## config.mk

```make
export PLATFORM = sky130hd
export DESIGN_NAME = axil_fetch
export DESIGN_NICKNAME = d
export VERILOG_FILES = /design/src/common/fetch_pkg.sv /design/src/fetch/axil_fetch.sv /design/src/fetch/fetch_fifo.sv /design/src/fetch/fetch_request.sv /design/src/fetch/fetch_unpack.sv
export SDC_FILE = /design/constraint.sdc
export NUM_CORES = 1
export LEC_CHECK = 0
export BUFFER_PORTS_ARGS = -buffer_cell sky130_fd_sc_hd__buf_2
export CAP_MARGIN = 20
export CORE_UTILIZATION = 60
export DETAILED_ROUTE_END_ITERATION = 7
export HOLD_SLACK_MARGIN = 0.06
export PLACE_DENSITY = 0.77
export SLEW_MARGIN = 0
export SYNTH_ARGS = -nofsm -noshare
export SYNTH_HDL_FRONTEND = slang
export SYNTH_HIERARCHICAL = 1
export SYNTH_SLANG_ARGS = --single-unit
export TNS_END_PERCENT = 30
```

## constraint.sdc

```tcl
create_clock -name S_AXI_ACLK -period 5.5 [get_ports S_AXI_ACLK]
set_input_delay 0.275 -clock S_AXI_ACLK [delete_from_list [all_inputs] [get_ports S_AXI_ACLK]]
set_output_delay 0.275 -clock S_AXI_ACLK [all_outputs]
set_load 0.05 [all_outputs]
```

## src/common/fetch_pkg.sv

```systemverilog
// Shared widths, bit positions, limits and types for the AXI-lite instruction fetch unit
`default_nettype none

package fetch_pkg;

	//////////////////////////////////////////////////////////////////////
	// Bus and instruction widths
	//////////////////////////////////////////////////////////////////////
	localparam int ADDR_W = 32;
	localparam int DATA_W = 64;
	localparam int INSN_W = 32;

	// Words requested but not yet handed to the output stage
	localparam int FETCH_LIMIT = 16;

	//////////////////////////////////////////////////////////////////////
	// Derived positions and counter widths
	//////////////////////////////////////////////////////////////////////
	// Byte select bits within one bus word
	localparam int AXIL_LSB = $clog2(DATA_W / 8);
	// Byte select bits within one instruction
	localparam int INSN_LSB = $clog2(INSN_W / 8);
	localparam int INSNS_PER_WORD = DATA_W / INSN_W;

	// FIFO depth is sized to the fetch limit
	localparam int LG_FIFO = $clog2(FETCH_LIMIT);
	// Outstanding counter with headroom well past the limit
	localparam int LG_DEPTH = LG_FIFO + 4;
	// Holds 0 up to INSNS_PER_WORD
	localparam int OUT_FILL_W = $clog2(INSNS_PER_WORD) + 1;

	//////////////////////////////////////////////////////////////////////
	// Types
	//////////////////////////////////////////////////////////////////////
	typedef logic [ADDR_W-1:0] addr_t;
	typedef logic [DATA_W-1:0] word_t;
	typedef logic [INSN_W-1:0] insn_t;

	// Returned bus word, tagged with its bus error
	typedef struct packed {
		logic  err;
		word_t data;
	} fifo_entry_t;

endpackage

`default_nettype wire

```

## src/fetch/axil_fetch.sv

```systemverilog
// Top level of the AXI-lite instruction fetch unit; connect the CPU fetch port and the bus here
`timescale 1ns/100ps
`default_nettype none

module axil_fetch
(
	input  wire                  S_AXI_ACLK,
	input  wire                  S_AXI_ARESETN,
	// CPU side
	input  wire                  i_cpu_reset,
	input  wire                  i_new_pc,
	input  wire                  i_clear_cache,
	input  wire                  i_ready,
	input  wire fetch_pkg::addr_t i_pc,
	output fetch_pkg::insn_t     o_insn,
	output fetch_pkg::addr_t     o_pc,
	output logic                 o_valid,
	output logic                 o_illegal,
	// AXI-lite read channels
	output logic                 o_m_axi_arvalid,
	input  wire                  i_m_axi_arready,
	output fetch_pkg::addr_t     o_m_axi_araddr,
	input  wire                  i_m_axi_rvalid,
	input  wire fetch_pkg::word_t i_m_axi_rdata,
	input  wire [1:0]            i_m_axi_rresp
);

	logic restart;
	logic fifo_wr;
	logic fifo_rd;
	logic fifo_empty;
	logic pop;
	logic hold;
	fetch_pkg::fifo_entry_t wr_entry;
	fetch_pkg::fifo_entry_t rd_entry;

	// SLVERR and DECERR both carry the upper RRESP bit
	assign wr_entry = '{err: i_m_axi_rresp[1], data: i_m_axi_rdata};

	// Address channel, flush and throttle
	fetch_request u_request (
		.S_AXI_ACLK     (S_AXI_ACLK),
		.S_AXI_ARESETN  (S_AXI_ARESETN),
		.i_cpu_reset    (i_cpu_reset),
		.i_new_pc       (i_new_pc),
		.i_clear_cache  (i_clear_cache),
		.i_pc           (i_pc),
		.i_m_axi_arready(i_m_axi_arready),
		.i_m_axi_rvalid (i_m_axi_rvalid),
		.i_pop          (pop),
		.i_hold         (hold),
		.o_m_axi_arvalid(o_m_axi_arvalid),
		.o_m_axi_araddr (o_m_axi_araddr),
		.o_restart      (restart),
		.o_fifo_wr      (fifo_wr)
	);

	// Returned words waiting for the output stage
	fetch_fifo u_fifo (
		.S_AXI_ACLK   (S_AXI_ACLK),
		.S_AXI_ARESETN(S_AXI_ARESETN),
		.i_restart    (restart),
		.i_wr         (fifo_wr),
		.i_rd         (fifo_rd),
		.i_entry      (wr_entry),
		.o_entry      (rd_entry),
		.o_empty      (fifo_empty)
	);

	// Word to instruction split and CPU handshake
	fetch_unpack u_unpack (
		.S_AXI_ACLK   (S_AXI_ACLK),
		.S_AXI_ARESETN(S_AXI_ARESETN),
		.i_restart    (restart),
		.i_new_pc     (i_new_pc),
		.i_pc         (i_pc),
		.i_ready      (i_ready),
		.i_entry      (rd_entry),
		.i_empty      (fifo_empty),
		.o_rd         (fifo_rd),
		.o_pop        (pop),
		.o_hold       (hold),
		.o_valid      (o_valid),
		.o_illegal    (o_illegal),
		.o_insn       (o_insn),
		.o_pc         (o_pc)
	);

endmodule

`default_nettype wire

```

## src/fetch/fetch_fifo.sv

```systemverilog
// Synchronous FIFO of returned bus words with their error bit, between bus and output stage
`timescale 1ns/100ps
`default_nettype none

module fetch_fifo
(
	input  wire                         S_AXI_ACLK,
	input  wire                         S_AXI_ARESETN,
	input  wire                         i_restart,
	input  wire                         i_wr,
	input  wire                         i_rd,
	input  wire fetch_pkg::fifo_entry_t i_entry,
	output fetch_pkg::fifo_entry_t      o_entry,
	output logic                        o_empty
);

	fetch_pkg::fifo_entry_t mem [2**fetch_pkg::LG_FIFO];
	// Extra top bit tells full from empty
	logic [fetch_pkg::LG_FIFO:0] wr_ptr;
	logic [fetch_pkg::LG_FIFO:0] rd_ptr;
	logic full;
	logic do_wr;
	logic do_rd;

	assign o_empty = (wr_ptr == rd_ptr);
	assign full = (wr_ptr == {~rd_ptr[fetch_pkg::LG_FIFO], rd_ptr[fetch_pkg::LG_FIFO-1:0]});
	assign do_wr = i_wr && !full;
	assign do_rd = i_rd && !o_empty;

	//////////////////////////////////////////////////////////////////////
	// Pointers
	//////////////////////////////////////////////////////////////////////
	always_ff @(posedge S_AXI_ACLK)
	begin
		if (!S_AXI_ARESETN || i_restart)
			wr_ptr <= '0;
		else if (do_wr)
			wr_ptr <= wr_ptr + 1'b1;
	end

	always_ff @(posedge S_AXI_ACLK)
	begin
		if (!S_AXI_ARESETN || i_restart)
			rd_ptr <= '0;
		else if (do_rd)
			rd_ptr <= rd_ptr + 1'b1;
	end

	//////////////////////////////////////////////////////////////////////
	// Storage
	//////////////////////////////////////////////////////////////////////
	always_ff @(posedge S_AXI_ACLK)
	begin
		if (do_wr)
			mem[wr_ptr[fetch_pkg::LG_FIFO-1:0]] <= i_entry;
	end

	// Head of queue read without a register stage
	assign o_entry = mem[rd_ptr[fetch_pkg::LG_FIFO-1:0]];

	// Request throttle upstream must keep this from ever happening
	a_no_overflow: assert property (@(posedge S_AXI_ACLK)
		disable iff (!S_AXI_ARESETN || i_restart)
		!(i_wr && full));

endmodule

`default_nettype wire

```

## src/fetch/fetch_request.sv

```systemverilog
// Read-address side of the fetch unit; issues sequential word requests and discards stale replies
`timescale 1ns/100ps
`default_nettype none

module fetch_request
(
	input  wire                   S_AXI_ACLK,
	input  wire                   S_AXI_ARESETN,
	input  wire                   i_cpu_reset,
	input  wire                   i_new_pc,
	input  wire                   i_clear_cache,
	input  wire fetch_pkg::addr_t i_pc,
	input  wire                   i_m_axi_arready,
	input  wire                   i_m_axi_rvalid,
	input  wire                   i_pop,
	input  wire                   i_hold,
	output logic                  o_m_axi_arvalid,
	output fetch_pkg::addr_t      o_m_axi_araddr,
	output logic                  o_restart,
	output logic                  o_fifo_wr
);

	logic restart;
	logic ar_accept;
	logic [fetch_pkg::LG_DEPTH:0] outstanding;
	logic [fetch_pkg::LG_DEPTH:0] next_outstanding;
	logic [fetch_pkg::LG_DEPTH:0] flush_count;
	logic [fetch_pkg::LG_DEPTH:0] new_flush_count;
	logic flushing;
	logic flush_request;
	logic full_bus;
	logic pending_new_pc;
	fetch_pkg::addr_t pending_pc;
	logic [fetch_pkg::LG_DEPTH-1:0] fill;
	logic [fetch_pkg::LG_DEPTH:0] committed;
	logic throttle;

	// Any of these drops everything buffered
	assign restart = i_cpu_reset || i_clear_cache || i_new_pc;
	assign o_restart = restart;
	// Replies still owed to an old stream never reach the FIFO
	assign o_fifo_wr = i_m_axi_rvalid && !flushing;
	assign ar_accept = o_m_axi_arvalid && i_m_axi_arready;

	//////////////////////////////////////////////////////////////////////
	// Outstanding requests on the bus
	//////////////////////////////////////////////////////////////////////
	always_comb
	begin
		case ({ar_accept, i_m_axi_rvalid})
		2'b10: next_outstanding = outstanding + 1'b1;
		2'b01: next_outstanding = outstanding - 1'b1;
		default: next_outstanding = outstanding;
		endcase
	end

	always_ff @(posedge S_AXI_ACLK)
	begin
		if (!S_AXI_ARESETN)
		begin
			outstanding <= '0;
			full_bus <= 1'b0;
		end
		else
		begin
			outstanding <= next_outstanding;
			// One slot kept back so the counter cannot wrap
			full_bus <= (next_outstanding >= {1'b0, {fetch_pkg::LG_DEPTH{1'b1}}});
		end
	end

	//////////////////////////////////////////////////////////////////////
	// Flush of replies from before a redirect
	//////////////////////////////////////////////////////////////////////
	// Stalled request still counts as it cannot be withdrawn
	assign new_flush_count = outstanding
		+ (fetch_pkg::LG_DEPTH+1)'(o_m_axi_arvalid)
		- (fetch_pkg::LG_DEPTH+1)'(i_m_axi_rvalid);

	always_ff @(posedge S_AXI_ACLK)
	begin
		if (!S_AXI_ARESETN)
		begin
			flush_count <= '0;
			flushing <= 1'b0;
			flush_request <= 1'b0;
		end
		else if (restart)
		begin
			flush_count <= new_flush_count;
			flushing <= (new_flush_count != '0);
			flush_request <= o_m_axi_arvalid && !i_m_axi_arready;
		end
		else
		begin
			if (i_m_axi_rvalid && flushing)
			begin
				flush_count <= flush_count - 1'b1;
				flushing <= (flush_count > 1);
			end
			// Old request has gone out
			if (i_m_axi_arready)
				flush_request <= 1'b0;
		end
	end

	//////////////////////////////////////////////////////////////////////
	// Fill count and throttle
	//////////////////////////////////////////////////////////////////////
	// Words requested for the current stream and not yet popped
	always_ff @(posedge S_AXI_ACLK)
	begin
		if (!S_AXI_ARESETN || restart)
			fill <= '0;
		else
		begin
			case ({ar_accept && !flush_request, i_pop})
			2'b10: fill <= fill + 1'b1;
			2'b01: fill <= fill - 1'b1;
			default: fill <= fill;
			endcase
		end
	end

	// Includes the request on the bus and the word at the output
	assign committed = {1'b0, fill}
		+ (fetch_pkg::LG_DEPTH+1)'(o_m_axi_arvalid)
		+ (fetch_pkg::LG_DEPTH+1)'(i_hold);
	assign throttle = (committed >= (fetch_pkg::LG_DEPTH+1)'(fetch_pkg::FETCH_LIMIT));

	//////////////////////////////////////////////////////////////////////
	// Read-address channel
	//////////////////////////////////////////////////////////////////////
	always_ff @(posedge S_AXI_ACLK)
	begin
		if (!S_AXI_ARESETN)
			o_m_axi_arvalid <= 1'b0;
		else if (!o_m_axi_arvalid || i_m_axi_arready)
		begin
			// Fill restarts from zero on a new PC
			o_m_axi_arvalid <= i_new_pc || pending_new_pc || !throttle;
			if (i_cpu_reset || i_clear_cache || full_bus)
				o_m_axi_arvalid <= 1'b0;
		end
	end

	// New PC seen while a request was stuck on the bus
	always_ff @(posedge S_AXI_ACLK)
	begin
		if (!S_AXI_ARESETN || i_clear_cache)
			pending_new_pc <= 1'b0;
		else if (!o_m_axi_arvalid || i_m_axi_arready)
			pending_new_pc <= 1'b0;
		else if (i_new_pc)
			pending_new_pc <= 1'b1;
	end

	always_ff @(posedge S_AXI_ACLK)
	begin
		if (i_new_pc)
			pending_pc <= i_pc;
	end

	// New PC, else pending PC, else next aligned word
	always_ff @(posedge S_AXI_ACLK)
	begin
		if (!o_m_axi_arvalid || i_m_axi_arready)
		begin
			if (i_new_pc)
				o_m_axi_araddr <= i_pc;
			else if (pending_new_pc)
				o_m_axi_araddr <= pending_pc;
			else if (o_m_axi_arvalid)
				o_m_axi_araddr <= {o_m_axi_araddr[fetch_pkg::ADDR_W-1:fetch_pkg::AXIL_LSB] + 1'b1,
					{fetch_pkg::AXIL_LSB{1'b0}}};
		end
	end

	//////////////////////////////////////////////////////////////////////
	// Checks
	//////////////////////////////////////////////////////////////////////
	a_flush_flag: assert property (@(posedge S_AXI_ACLK) disable iff (!S_AXI_ARESETN)
		flushing == (flush_count != '0));

	// A request may not change or drop before it is taken
	a_ar_hold: assert property (@(posedge S_AXI_ACLK) disable iff (!S_AXI_ARESETN)
		o_m_axi_arvalid && !i_m_axi_arready
		|=> o_m_axi_arvalid && $stable(o_m_axi_araddr));

endmodule

`default_nettype wire

```

## src/fetch/fetch_unpack.sv

```systemverilog
// Output stage of the fetch unit; splits bus words into instructions and tracks the output PC
`timescale 1ns/100ps
`default_nettype none

module fetch_unpack
(
	input  wire                         S_AXI_ACLK,
	input  wire                         S_AXI_ARESETN,
	input  wire                         i_restart,
	input  wire                         i_new_pc,
	input  wire fetch_pkg::addr_t       i_pc,
	input  wire                         i_ready,
	input  wire fetch_pkg::fifo_entry_t i_entry,
	input  wire                         i_empty,
	output logic                        o_rd,
	output logic                        o_pop,
	output logic                        o_hold,
	output logic                        o_valid,
	output logic                        o_illegal,
	output fetch_pkg::insn_t            o_insn,
	output fetch_pkg::addr_t            o_pc
);

	// Instructions of the current word not yet taken
	logic [fetch_pkg::OUT_FILL_W-1:0] out_fill;
	fetch_pkg::word_t out_data;
	// Instruction index of the PC within its bus word
	logic [fetch_pkg::AXIL_LSB-fetch_pkg::INSN_LSB-1:0] shift;

	assign shift = o_pc[fetch_pkg::AXIL_LSB-1:fetch_pkg::INSN_LSB];

	// Read when idle, or when the last instruction leaves
	assign o_rd = !o_valid || (i_ready && (out_fill <= 1));
	assign o_pop = o_rd && !i_empty;
	// Word still sits at the output next cycle
	assign o_hold = o_valid && (!i_ready || (out_fill > 1));

	//////////////////////////////////////////////////////////////////////
	// Valid and remaining count
	//////////////////////////////////////////////////////////////////////
	always_ff @(posedge S_AXI_ACLK)
	begin
		if (!S_AXI_ARESETN || i_restart)
			o_valid <= 1'b0;
		else if (!o_valid || i_ready)
			o_valid <= o_pop || (out_fill > {1'b0, o_valid});
	end

	always_ff @(posedge S_AXI_ACLK)
	begin
		if (!S_AXI_ARESETN || i_restart)
			out_fill <= '0;
		else if (o_rd)
		begin
			if (i_empty)
				out_fill <= '0;
			else if (o_valid)
				out_fill <= fetch_pkg::OUT_FILL_W'(fetch_pkg::INSNS_PER_WORD);
			else
				// First word after a redirect may start mid-word
				out_fill <= fetch_pkg::OUT_FILL_W'(fetch_pkg::INSNS_PER_WORD)
					- fetch_pkg::OUT_FILL_W'(shift);
		end
		else if (i_ready && (out_fill != '0))
			out_fill <= out_fill - 1'b1;
	end

	//////////////////////////////////////////////////////////////////////
	// Output word and instruction
	//////////////////////////////////////////////////////////////////////
	always_ff @(posedge S_AXI_ACLK)
	begin
		if (o_rd)
		begin
			if (o_valid)
				out_data <= i_entry.data;
			else
				// Skip instructions ahead of an unaligned start
				out_data <= i_entry.data >> (fetch_pkg::INSN_W * shift);
		end
		else if (i_ready)
			out_data <= out_data >> fetch_pkg::INSN_W;
	end

	assign o_insn = out_data[fetch_pkg::INSN_W-1:0];

	// Bus error sticks until the next restart
	always_ff @(posedge S_AXI_ACLK)
	begin
		if (!S_AXI_ARESETN || i_restart)
			o_illegal <= 1'b0;
		else if (!o_illegal && o_pop)
			o_illegal <= i_entry.err;
	end

	// PC frozen on the faulting instruction
	always_ff @(posedge S_AXI_ACLK)
	begin
		if (i_new_pc)
			o_pc <= i_pc;
		else if (o_valid && i_ready && !o_illegal)
			o_pc <= {o_pc[fetch_pkg::ADDR_W-1:fetch_pkg::INSN_LSB] + 1'b1,
				{fetch_pkg::INSN_LSB{1'b0}}};
	end

	//////////////////////////////////////////////////////////////////////
	// Checks
	//////////////////////////////////////////////////////////////////////
	a_valid_fill: assert property (@(posedge S_AXI_ACLK) disable iff (!S_AXI_ARESETN)
		o_valid == (out_fill != '0));

	// CPU sees a steady instruction until it takes it
	a_out_stable: assert property (@(posedge S_AXI_ACLK) disable iff (!S_AXI_ARESETN)
		o_valid && !i_ready && !i_restart
		|=> o_valid && $stable(o_insn) && $stable(o_pc) && $stable(o_illegal));

endmodule

`default_nettype wire

```

Word-level counts from Yosys, hierarchy flattened
Memories as Yosys holds them, arrays and structs flattened. A register that Yosys moved wholly into a read port is not among the register bits.
Index checks and enable logic that the tools add are counted.
{ "word_totals": {"out_inout_bits": 99, "ram_bits": 1040, "reg_bits": 205, "mem_count": 1, "input_bits": 106, "word_cells": 119} }
{ "mem_list": {"columns": ["memory", "words", "word_bits", "read_ports", "rd_ports_with_merged_regs", "wr", "line_no", "rtl"], "rows": [
  ["u_fifo.mem", 16, 65, 1, 1, 1, "fetch_fifo.sv:17", "fetch_pkg::fifo_entry_t mem [2**fetch_pkg::LG_FIFO];"]
]} }
{ "classes": {"n_eq_ne": 6, "order_cmp": 6, "n_reduce_logical": 47, "n_bitwise": 1, "shift": 1, "add_sub_neg": 15, "mux": 25} }
{ "ops": {"columns": ["cell", "count"], "rows": [
  ["2-to-1 mux 64 bit", 3],
  ["2-to-1 mux 32 bit", 5],
  [">> shifter 64 x 6 -> 64 bit", 1],
  ["adder 30 x 1 -> 30 bit (second input constant)", 1],
  ["adder 29 x 1 -> 29 bit (second input constant)", 1],
  ["adder 9 x 1 -> 9 bit", 2],
  ["2-to-1 mux 9 bit", 2],
  ["one-hot mux 9 bit (2 select lines)", 1],
  ["subtractor 9 x 1 -> 9 bit (second input constant)", 2],
  ["one-hot mux 8 bit (2 select lines)", 1],
  ["nonzero test 2 bit", 7],
  ["logical AND 1 bit", 13],
  ["logical OR 1 bit", 12],
  ["logical NOT 1 bit", 11],
  ["adder 5 x 1 -> 5 bit (second input constant)", 2],
  ["== test 5 bit", 2],
  ["adder 8 x 1 -> 9 bit", 1],
  ["adder 9 x 1 -> 9 bit (second input constant)", 1],
  ["greater-or-equal comparator 9 x 5 -> 1 bit (second input constant)", 1],
  ["greater-or-equal comparator 9 x 8 -> 1 bit (second input constant)", 1],
  ["> comparator 9 x 1 -> 1 bit (second input constant)", 1],
  ["nonzero test 9 bit", 1],
  ["subtractor 9 x 1 -> 9 bit", 1],
  ["adder 8 x 1 -> 8 bit (second input constant)", 1],
  ["15 further kinds", 27]
]} }

Longest topological paths before layout
Gate-level depths: netlist of run 1.
{ "logic_depth": {"word_depth": 8, "mapped_depth": 17, "depth_no_buf": 16} }

Hierarchy
Netlist of run 1, hierarchy kept.
{ "modules_own_cells": {"columns": ["module", "instances", "seq_area_each_um2", "cells_each", "area_each_um2"], "rows": [
  ["fetch_fifo", 1, 31510.2, 1544, 39860.7],
  ["fetch_request", 1, 2542.4, 563, 5462.7],
  ["fetch_unpack", 1, 2962.8, 476, 5266.3]
]} }

Least setup slack after synthesis of run 1
No wires, ideal clock.
{ "synth_path": {"path_kind": "flip-flop to flip-flop", "startpoint": "register u_fifo/wr_ptr[3] (netlist bit)", "endpoint": "memory u_fifo/mem[15][0] (netlist bit), enable pin", "synth_period_minus_slack_ps": 4681, "path_slack_ps": 819, "setup_time_ps": 513, "path_buffers": 2, "required_ps": 4987, "arrival_time_ps": 4168, "stages_incl_launch_ff": 6, "cell_sequence": "dfxtp_1 -> clkbuf_1 -> xnor2_1 -> and4_1 -> buf_2 -> a21oi_1"} }
{ "synth_via": {"elab_chain_len": 5} }
{ "synth_rtl": {"columns": ["element", "line_no", "rtl"], "rows": [
  ["start, declared", "fetch_fifo.sv:19", "logic [fetch_pkg::LG_FIFO:0] wr_ptr;"],
  ["start signal, assigned", "fetch_fifo.sv:38", "wr_ptr <= wr_ptr + 1'b1;"],
  ["== test 5 bit", "fetch_fifo.sv:26", "assign full = (wr_ptr == {~rd_ptr[fetch_pkg::LG_FIFO], rd_ptr[fetch_pkg::LG_FIFO-1:0]});"],
  ["logical NOT 1 bit", "fetch_fifo.sv:27", "assign do_wr = i_wr && !full;"],
  ["logical AND 1 bit", "fetch_fifo.sv:27", null],
  ["2-to-1 mux 1 bit", "fetch_fifo.sv:54", "if (do_wr)"],
  ["2-to-1 mux 1 bit (not written as such)", "fetch_fifo.sv:55", "mem[wr_ptr[fetch_pkg::LG_FIFO-1:0]] <= i_entry;"],
  ["end, declared", "fetch_fifo.sv:17", null]
]} }
Several ways; a longest one is shown, not always the timed one.

Worst setup path in the final report of run 1
{ "layout_path": {"startpoint": "register u_unpack/out_fill[1] (netlist bit)", "endpoint": "register u_request/fill[7] (netlist bit)"} }
{ "layout_via": {"elab_chain_len": 6, "word_cells_on_any_way": 8, "cone_classes": "1 x order compare; 2 x eq/ne; 1 x mux; 4 x reduce/logical"} }
{ "layout_rtl": {"columns": ["element", "line_no", "rtl"], "rows": [
  ["start, declared", "fetch_unpack.sv:25", "logic [fetch_pkg::OUT_FILL_W-1:0] out_fill;"],
  ["start signal, assigned", "fetch_unpack.sv:58", "out_fill <= fetch_pkg::OUT_FILL_W'(fetch_pkg::INSNS_PER_WORD);"],
  ["start signal, assigned", "fetch_unpack.sv:61", "out_fill <= fetch_pkg::OUT_FILL_W'(fetch_pkg::INSNS_PER_WORD)"],
  ["start signal, assigned", "fetch_unpack.sv:65", "out_fill <= out_fill - 1'b1;"],
  ["<= comparator 2 x 1 -> 1 bit (*)", "fetch_unpack.sv:33", "assign o_rd = !o_valid || (i_ready && (out_fill <= 1));"],
  ["logical AND 1 bit (*)", "fetch_unpack.sv:33", null],
  ["logical OR 1 bit (*)", "fetch_unpack.sv:33", null],
  ["via fifo_rd", "axil_fetch.sv:30", "logic fifo_rd;"],
  ["logical AND 1 bit (*)", "fetch_unpack.sv:34", "assign o_pop = o_rd && !i_empty;"],
  ["via pop", "axil_fetch.sv:32", "logic pop;"],
  ["== test 2 x 1 -> 1 bit / == test 2 bit (equally long branches)", "fetch_request.sv:117", "case ({ar_accept && !flush_request, i_pop})"],
  ["one-hot mux 8 bit (2 select lines) / nonzero test 2 bit (equally long branches)", null, null],
  ["end signal, assigned", "fetch_request.sv:118", "2'b10: fill <= fill + 1'b1;"],
  ["end signal, assigned", "fetch_request.sv:119", "2'b01: fill <= fill - 1'b1;"],
  ["end signal, assigned", "fetch_request.sv:120", "default: fill <= fill;"],
  ["end, declared", "fetch_request.sv:34", "logic [fetch_pkg::LG_DEPTH-1:0] fill;"]
]} }
The timed path passes the listed nets; every way through them passes the cells marked *.
A chain may end at the register's enable or synchronous reset.

==> flow_summary.ini, run 1 <==
[power]
cellPowerDensity_mw_per_mm2 = 350.8
ir_worst_vdd_mv = 0.2876
power.leakage_uw = 0.01852
totalPowerFinal_uw = 20240

[timing]
worstMarginPinSlew_ps = 1155
grt_setup_unrepaired = false
max_freq_mhz = 260.9
slew_viol_final = 0
finalSetupViolCount = 0
finalWorstPathRequiredPeriod_ps = 3833
finClkSkew_ps = 24.80
period_share_pct = 69.69
tns_ps = 0
slew_headroom_pct = 23.02
finalHoldViolations = 0

[die]
row_count = 106
initial_core_util_pct = 60.55
io_pins = 205
die_area_mm2 = 0.08548
core_mm2 = 0.08356
die_x_um = 292.4
dieHeight_um = 292.4

[synth]
synth_seq_cells = 1249
yosysTopAreaCellShare_pct = 71.23
synth_flop_cell = edfxtp_1
synthCells = 2583
synth_common_cells = edfxtp_1, mux4_2, nand2_1
synth_warnings = 6
synth-edff-count = 1200
syn_area_per_cell_um2 = 19.59
yosysMostFrequentCell = edfxtp_1
synth_cell_type_count = 74
synth_area_leaders = edfxtp_1, mux4_2, dfxtp_1
synth.net_count = 2724
syn_area_mm2 = 0.05059
ys_async_sr_fraction_pct = 0
synth_top_area_cell = edfxtp_1
seq_area_frac_synth_pct = 73.17

[drt]
viasPerCell = 6.718
drc_errors = 0
ant_nets = 0
wire_per_inst_um = 29.50
vias = 27450
drt-initial-drc-count = 3288
drtPass1Iterations = 7
totalWireLength_mm = 120.5

[setup_path]
cp-end-kind = register
crit_fanout = 40
r2r_start = u_unpack/out_fill[1]$_SDFFE_PP0P_
startpoint_type = register
required_ps = 6060
path_class = register to register
critPathArrivalTime_ps = 4390
startpoint = u_unpack/out_fill[1]$_SDFFE_PP0P_

[grt]
grt.busiest_layer = met2
grt_pass1_wl_mm = 177.4
use_met2_pct = 47.86
grt-ovfl-total = 0
grt.met1_usage_pct = 38.43
gr-usage-all-layers_pct = 28.38
antenna_found_initial = 6
grt_pass1_vias = 27750
grt_max_degree = 101
met3_usage_pct = 4.477

[cells_and_area]
nets = 3046
drive_gt1_share_pct = 26.86
synthToLayoutAreaGrowth_pct = 14.04

[clocking]
tritoncts = built
cts_made_buffers = 118
cts_resized = 0
clk_pin_slew_ps = 60
clock_latency_ps = 700
clock_sinks = 1249
post_cts_buffers = 0
ctsHoldBuffers = 104
htree_levels = 3
clk_path_buf_depth = 3
cts.root.buffer_cell = clkbuf_16

[status]
status = completed

[placement]
place.gp.congestion = 0.9161
hpwl_mm = 62.86
numPortBuffers = 203

[hold_path]
min_from = i_ready
hold_path_class = input pin to register

[run]
maxCapViolCount = 0
==> flip-flops by register name (all words and copies together), names as in the netlist, named ones only <==
signal                     cells
u_request/flushing             1
u_request/flush_request        1
u_fifo/wr_ptr                  5
u_request/pending_new_pc       1
u_request/fill                 8
u_unpack/out_fill              2
u_unpack/o_illegal             1
u_request/o_m_axi_arvalid      1
u_unpack/o_valid               1
u_unpack/o_pc                 32
u_request/flush_count          9
u_request/full_bus             1
u_request/outstanding          9
u_fifo/mem                  1040
u_request/o_m_axi_araddr      32
u_request/pending_pc          32
u_fifo/rd_ptr                  5
u_unpack/out_data             64
==> cells in the final DEF, fill, tap and decap left out, types with 47 or more instances in the layout <==
master,netlist,routed
buf_2,20,202
buf_4,44,47
clkbuf_16,0,119
dlygate4sd3_1,0,104
edfxtp_1,1200,1200
mux2i_1,55,55
mux4_2,325,325
nand2_1,117,117
nor2_1,92,92
o21ai_0,91,89
==> path summary, 6_finish.rpt <==
check                                                            end  slack, ps  cells after the start
worst max register to register        u_request/fill[7]$_SDFFE_PP0P_       1670                     16
worst min register to register  u_request/flush_request$_SDFFE_PN0P_        470                      2
worst max-delay path                  u_request/fill[7]$_SDFFE_PP0P_       1670                     16
worst min-delay path               u_unpack/out_fill[0]$_SDFFE_PP0P_        180                      4
==> worst max-delay path, stage by stage (launching register included) <==
cell      delay, ps
dfxtp_1         320
inv_1           100
ha_1            160
nor2b_1          60
o21ai_4         110
buf_4           530
inv_2            70
nor2_1          170
ha_1            390
ha_1            300
a21o_1          200
a211oi_1        300
o21ai_0         170
and3_1          190
or3_1           370
xor2_1          190
nor2_1           70
==> metrics by stage <==
stage                     cell area [um2]  hold slack, ps  std cells  setup slack, ps  util, %
after floorplan                     50590           353.4       2583            818.9        -
after global placement              52670           433.5       3759             1756    63.04
after global routing                57690           177.6       4085             1505    69.04
after CTS                           57660           121.6       4082             1721    69.01
after detailed placement            52670           444.9       3759             1772    63.04
final                               57690           175.9       4086             1667    69.04
==> logic make-up (layout without fill, tap and decap cells) <==
family / after synthesis / count (layout) / synth area share (%)
XOR/XNOR: 72 / 72 / 1.247
multiplexers: 384 / 384 / 15.65
other: 0 / 2 / 0
buffers and inverters: 200 / 621 / 2.085
flip-flops: 1249 / 1249 / 73.17
AND/OR/NAND/NOR: 419 / 419 / 4.212
AO/OA/AOI/OAI: 224 / 224 / 2.733
adder cells (fa/ha/maj): 35 / 35 / 0.9101
==> layout make-up <==
| class | count | area (um2) |
|---|---|---|
| timing repair buffer | 361 | 2565 |
| tap | 1080 | 1351 |
| clock buffer | 142 | 3094 |
| sequential | 1249 | 37030 |
| clock inverter | 77 | 849.6 |
| antenna | 2 | 5.005 |
| multi-input combinational | 1134 | 12640 |
| inverter | 41 | 155.1 |
| fill | 4992 | 25860 |
==> metal layers <==
metal / routed length (um) / vias up
li1: - / 11190
met1: 44420 / 14180
met2: 60850 / 1817
met3: 11700 / 257
met4: 3505 / 10
met5: 68 / -
==> report_power, final <==
group,total [uW],switching (uW),internal (uW)
Combinational,1240,810,425
Sequential,10700,141,10600
Clock,8260,3500,4760
Total,20200,4450,15800
No activity file was read; power rests on OpenSTA's default activity.
==> run 2: changes to the inputs <==
ABC_AREA = 1   (was unset)
clock period = 3.7 ns   (was 5.5 ns; I/O delays follow)
==> run 2 against run 1 <==
Effect of this change: synthesized cell count is 86% higher; power increased by 45%; non-clock buffer count grew 34; first-iteration DRC count grew 28%; via count up 35%; maximum frequency grew 20%; global-route usage increased by 0.46 points; largest cell class unchanged; highest routed layer unchanged.
==> flow_summary.ini, run 2 <==
[grt]
grt-ovfl-total = 0
met3_usage_pct = 5.141
grt_pass1_wl_mm = 199.1
grt.busiest_layer = met2
grt_pass1_vias = 34680
antenna_found_initial = 8
grt.met1_usage_pct = 39.53
use_met2_pct = 46.47
grt_max_degree = 131
gr-usage-all-layers_pct = 28.84

[synth]
ys_async_sr_fraction_pct = 0
synth_flop_cell = edfxtp_1
yosysMostFrequentCell = edfxtp_1
synth_seq_cells = 1249
synth_area_leaders = edfxtp_1, nand2_1, nand3_1
yosysTopAreaCellShare_pct = 66.50
syn_area_mm2 = 0.05419
seq_area_frac_synth_pct = 68.31
synth_cell_type_count = 47
synth_top_area_cell = edfxtp_1
synth_common_cells = edfxtp_1, nand2_1, inv_1
synth.net_count = 4955
synth-edff-count = 1200
synthCells = 4814
synth_warnings = 6
syn_area_per_cell_um2 = 11.26

[die]
core_mm2 = 0.08892
dieHeight_um = 302.5
die_x_um = 302.5
row_count = 109
io_pins = 205
initial_core_util_pct = 60.94
die_area_mm2 = 0.09152

[placement]
place.gp.congestion = 0.9248
hpwl_mm = 73.72
preCtsSetupSlack_ps = 528.3
numPortBuffers = 203

[timing]
worstMarginPinSlew_ps = 1003
finalHoldViolations = 0
grt_setup_unrepaired = false
timing.final.ws_setup_ps = 497.0
finClkSkew_ps = 72.31
period_share_pct = 86.57
finalSetupViolCount = 0
finalWorstPathRequiredPeriod_ps = 3203
slew_headroom_pct = 33.14
slew_viol_final = 0
max_freq_mhz = 312.2

[clocking]
clk_path_buf_depth = 3
clock_sinks = 1249
htree_levels = 3
cts_made_buffers = 120
post_cts_buffers = 0
cts.root.buffer_cell = clkbuf_16
tritoncts = built
clock_latency_ps = 740
clk_pin_slew_ps = 60

[setup_path]
cp-end-kind = register
crit_chain = inv_1 -> nand2_1 -> nand2_1 -> nor2_1 -> nand3b_1 -> inv_1 -> nor2_2 -> ha_1 -> inv_1 -> fa_1 -> o21ai_0 -> nand2_1 -> nand2_1 -> a21oi_1 -> xnor2_1 -> o21ai_0 -> inv_1
cp_slowest_cell = fa_1
path_class = register to register
critPathTopFamily = simple AND/OR/NAND/NOR gates
crit_fanout = 11
crit_buf_inv = 4
slowest_delay_ps = 420
critPathArrivalTime_ps = 3790
required_ps = 4290
startpoint_type = register

[drt]
drc_errors = 0
ant_nets = 0
drtPass1Iterations = 6
totalWireLength_mm = 131.9
vias = 36920
wire_per_inst_um = 20.93
viasPerCell = 5.856
drt-initial-drc-count = 4225

[cells_and_area]
layout.cells.most_common = edfxtp_1
synthToLayoutAreaGrowth_pct = 12.98
largest_register_ffs = 1040
num-fill-cells = 6105
nets = 5176
mostFrequentLayoutCells = edfxtp_1, nand2_1, inv_1, nand3_1, a21oi_1
drive_gt1_share_pct = 10.67

[power]
cellPowerDensity_mw_per_mm2 = 479.3
ir_worst_vdd_mv = 0.4252
power.leakage_uw = 0.02257
totalPowerFinal_uw = 29340

[hold_path]
hold_path_class = input pin to register

[status]
status = completed

[run]
maxCapViolCount = 0
## run 2: cell types whose count changed after synthesis, moves of 203 or more
cell      change
mux4_2      -325
inv_1       +621
nand3_1     +494
o211ai_1    +265
o21ai_0     +203
a21oi_1     +262
nand2_1     +663
## run 2: final timing paths
| kind | from | slack, ps | depth (start not counted) | end |
|---|---|---|---|---|
| worst min register to register | u_request/flush_count[8]$_SDFFE_PN0P_ | 500 | 2 | u_request/flush_count[8]$_SDFFE_PN0P_ |
| worst max register to register | u_fifo/wr_ptr[2]$_SDFFE_PP0P_ | 500 | 17 | u_request/fill[6]$_SDFFE_PP0P_ |
| worst max-delay path | u_fifo/wr_ptr[2]$_SDFFE_PP0P_ | 500 | 17 | u_request/fill[6]$_SDFFE_PP0P_ |
| worst min-delay path | i_pc[3] | 260 | 2 | u_request/pending_pc[3]$_DFFE_PP_ |
## run 2: metrics by stage
stage | util (%) | setup TNS [ps] | hold WS (ps) | instance area, um2 | instances
global route | 68.85 | 0 | 261.9 | 61220 | 6302
CTS | 68.84 | 0 | 229.9 | 61220 | 6300
detailed placement | 63.47 | 0 | 368.9 | 56440 | 5973
finish | 68.85 | 0 | 261.8 | 61230 | 6304
global placement | 63.47 | 0 | 371.4 | 56440 | 5973
floorplan | - | -515860 | 263.0 | 54210 | 4814
## run 2: per-layer routing
layer	up-vias	part of all wire, %
met5	-	0.049
met4	10	3.5
met3	311	9.7
met2	1804	47
met1	17620	40
li1	17170	-
## run 2: logic make-up after synthesis
| family | synth area share, % |
|---|---|
| AOI/OAI and AO/OA | 9.910 |
| DFF | 68.31 |
| buffers and inverters | 7.335 |
| adders and majority gates | 0.8497 |
| and+or+nand+nor | 12.94 |
| xor gates and xnor gates | 0.6627 |
## run 2: cell type report
| cell class | instances | area [um2] | share of cell area [%] |
|---|---|---|---|
| Antenna cell | 4 | 10.01 | 0.01635 |
| Multi-Input combinational cell | 2596 | 13360 | 21.82 |
| Tap cell | 1165 | 1458 | 2.381 |
| Clock inverter | 73 | 610.6 | 0.9973 |
| Sequential cell | 1249 | 37030 | 60.48 |
| Inverter | 673 | 2535 | 4.140 |
| Timing Repair Buffer | 395 | 3110 | 5.080 |
| Clock buffer | 149 | 3112 | 5.082 |
## run 2: worst register-to-register path, cell delays in order (launching register included)
cell	delay, ps
dfxtp_1	360
inv_1	120
nand2_1	60
nand2_1	60
nor2_1	60
nand3b_1	310
inv_1	130
nor2_2	200
ha_1	370
inv_1	110
fa_1	420
o21ai_0	290
nand2_1	100
nand2_1	80
a21oi_1	70
xnor2_1	130
o21ai_0	160
inv_1	50
## run 2: what timing repair did
item	in CTS	in global routing
gates resized for setup	0	0
endpoints found under the hold margin	1165	0
hold buffers	105	0
## run 2: power by group
part / internal [uW] / switching [uW] / total [uW]
combinational: 523 / 1330 / 1860
clock: 6400 / 5160 / 11600
sequential: 15800 / 168 / 15900
total: 22700 / 6660 / 29300
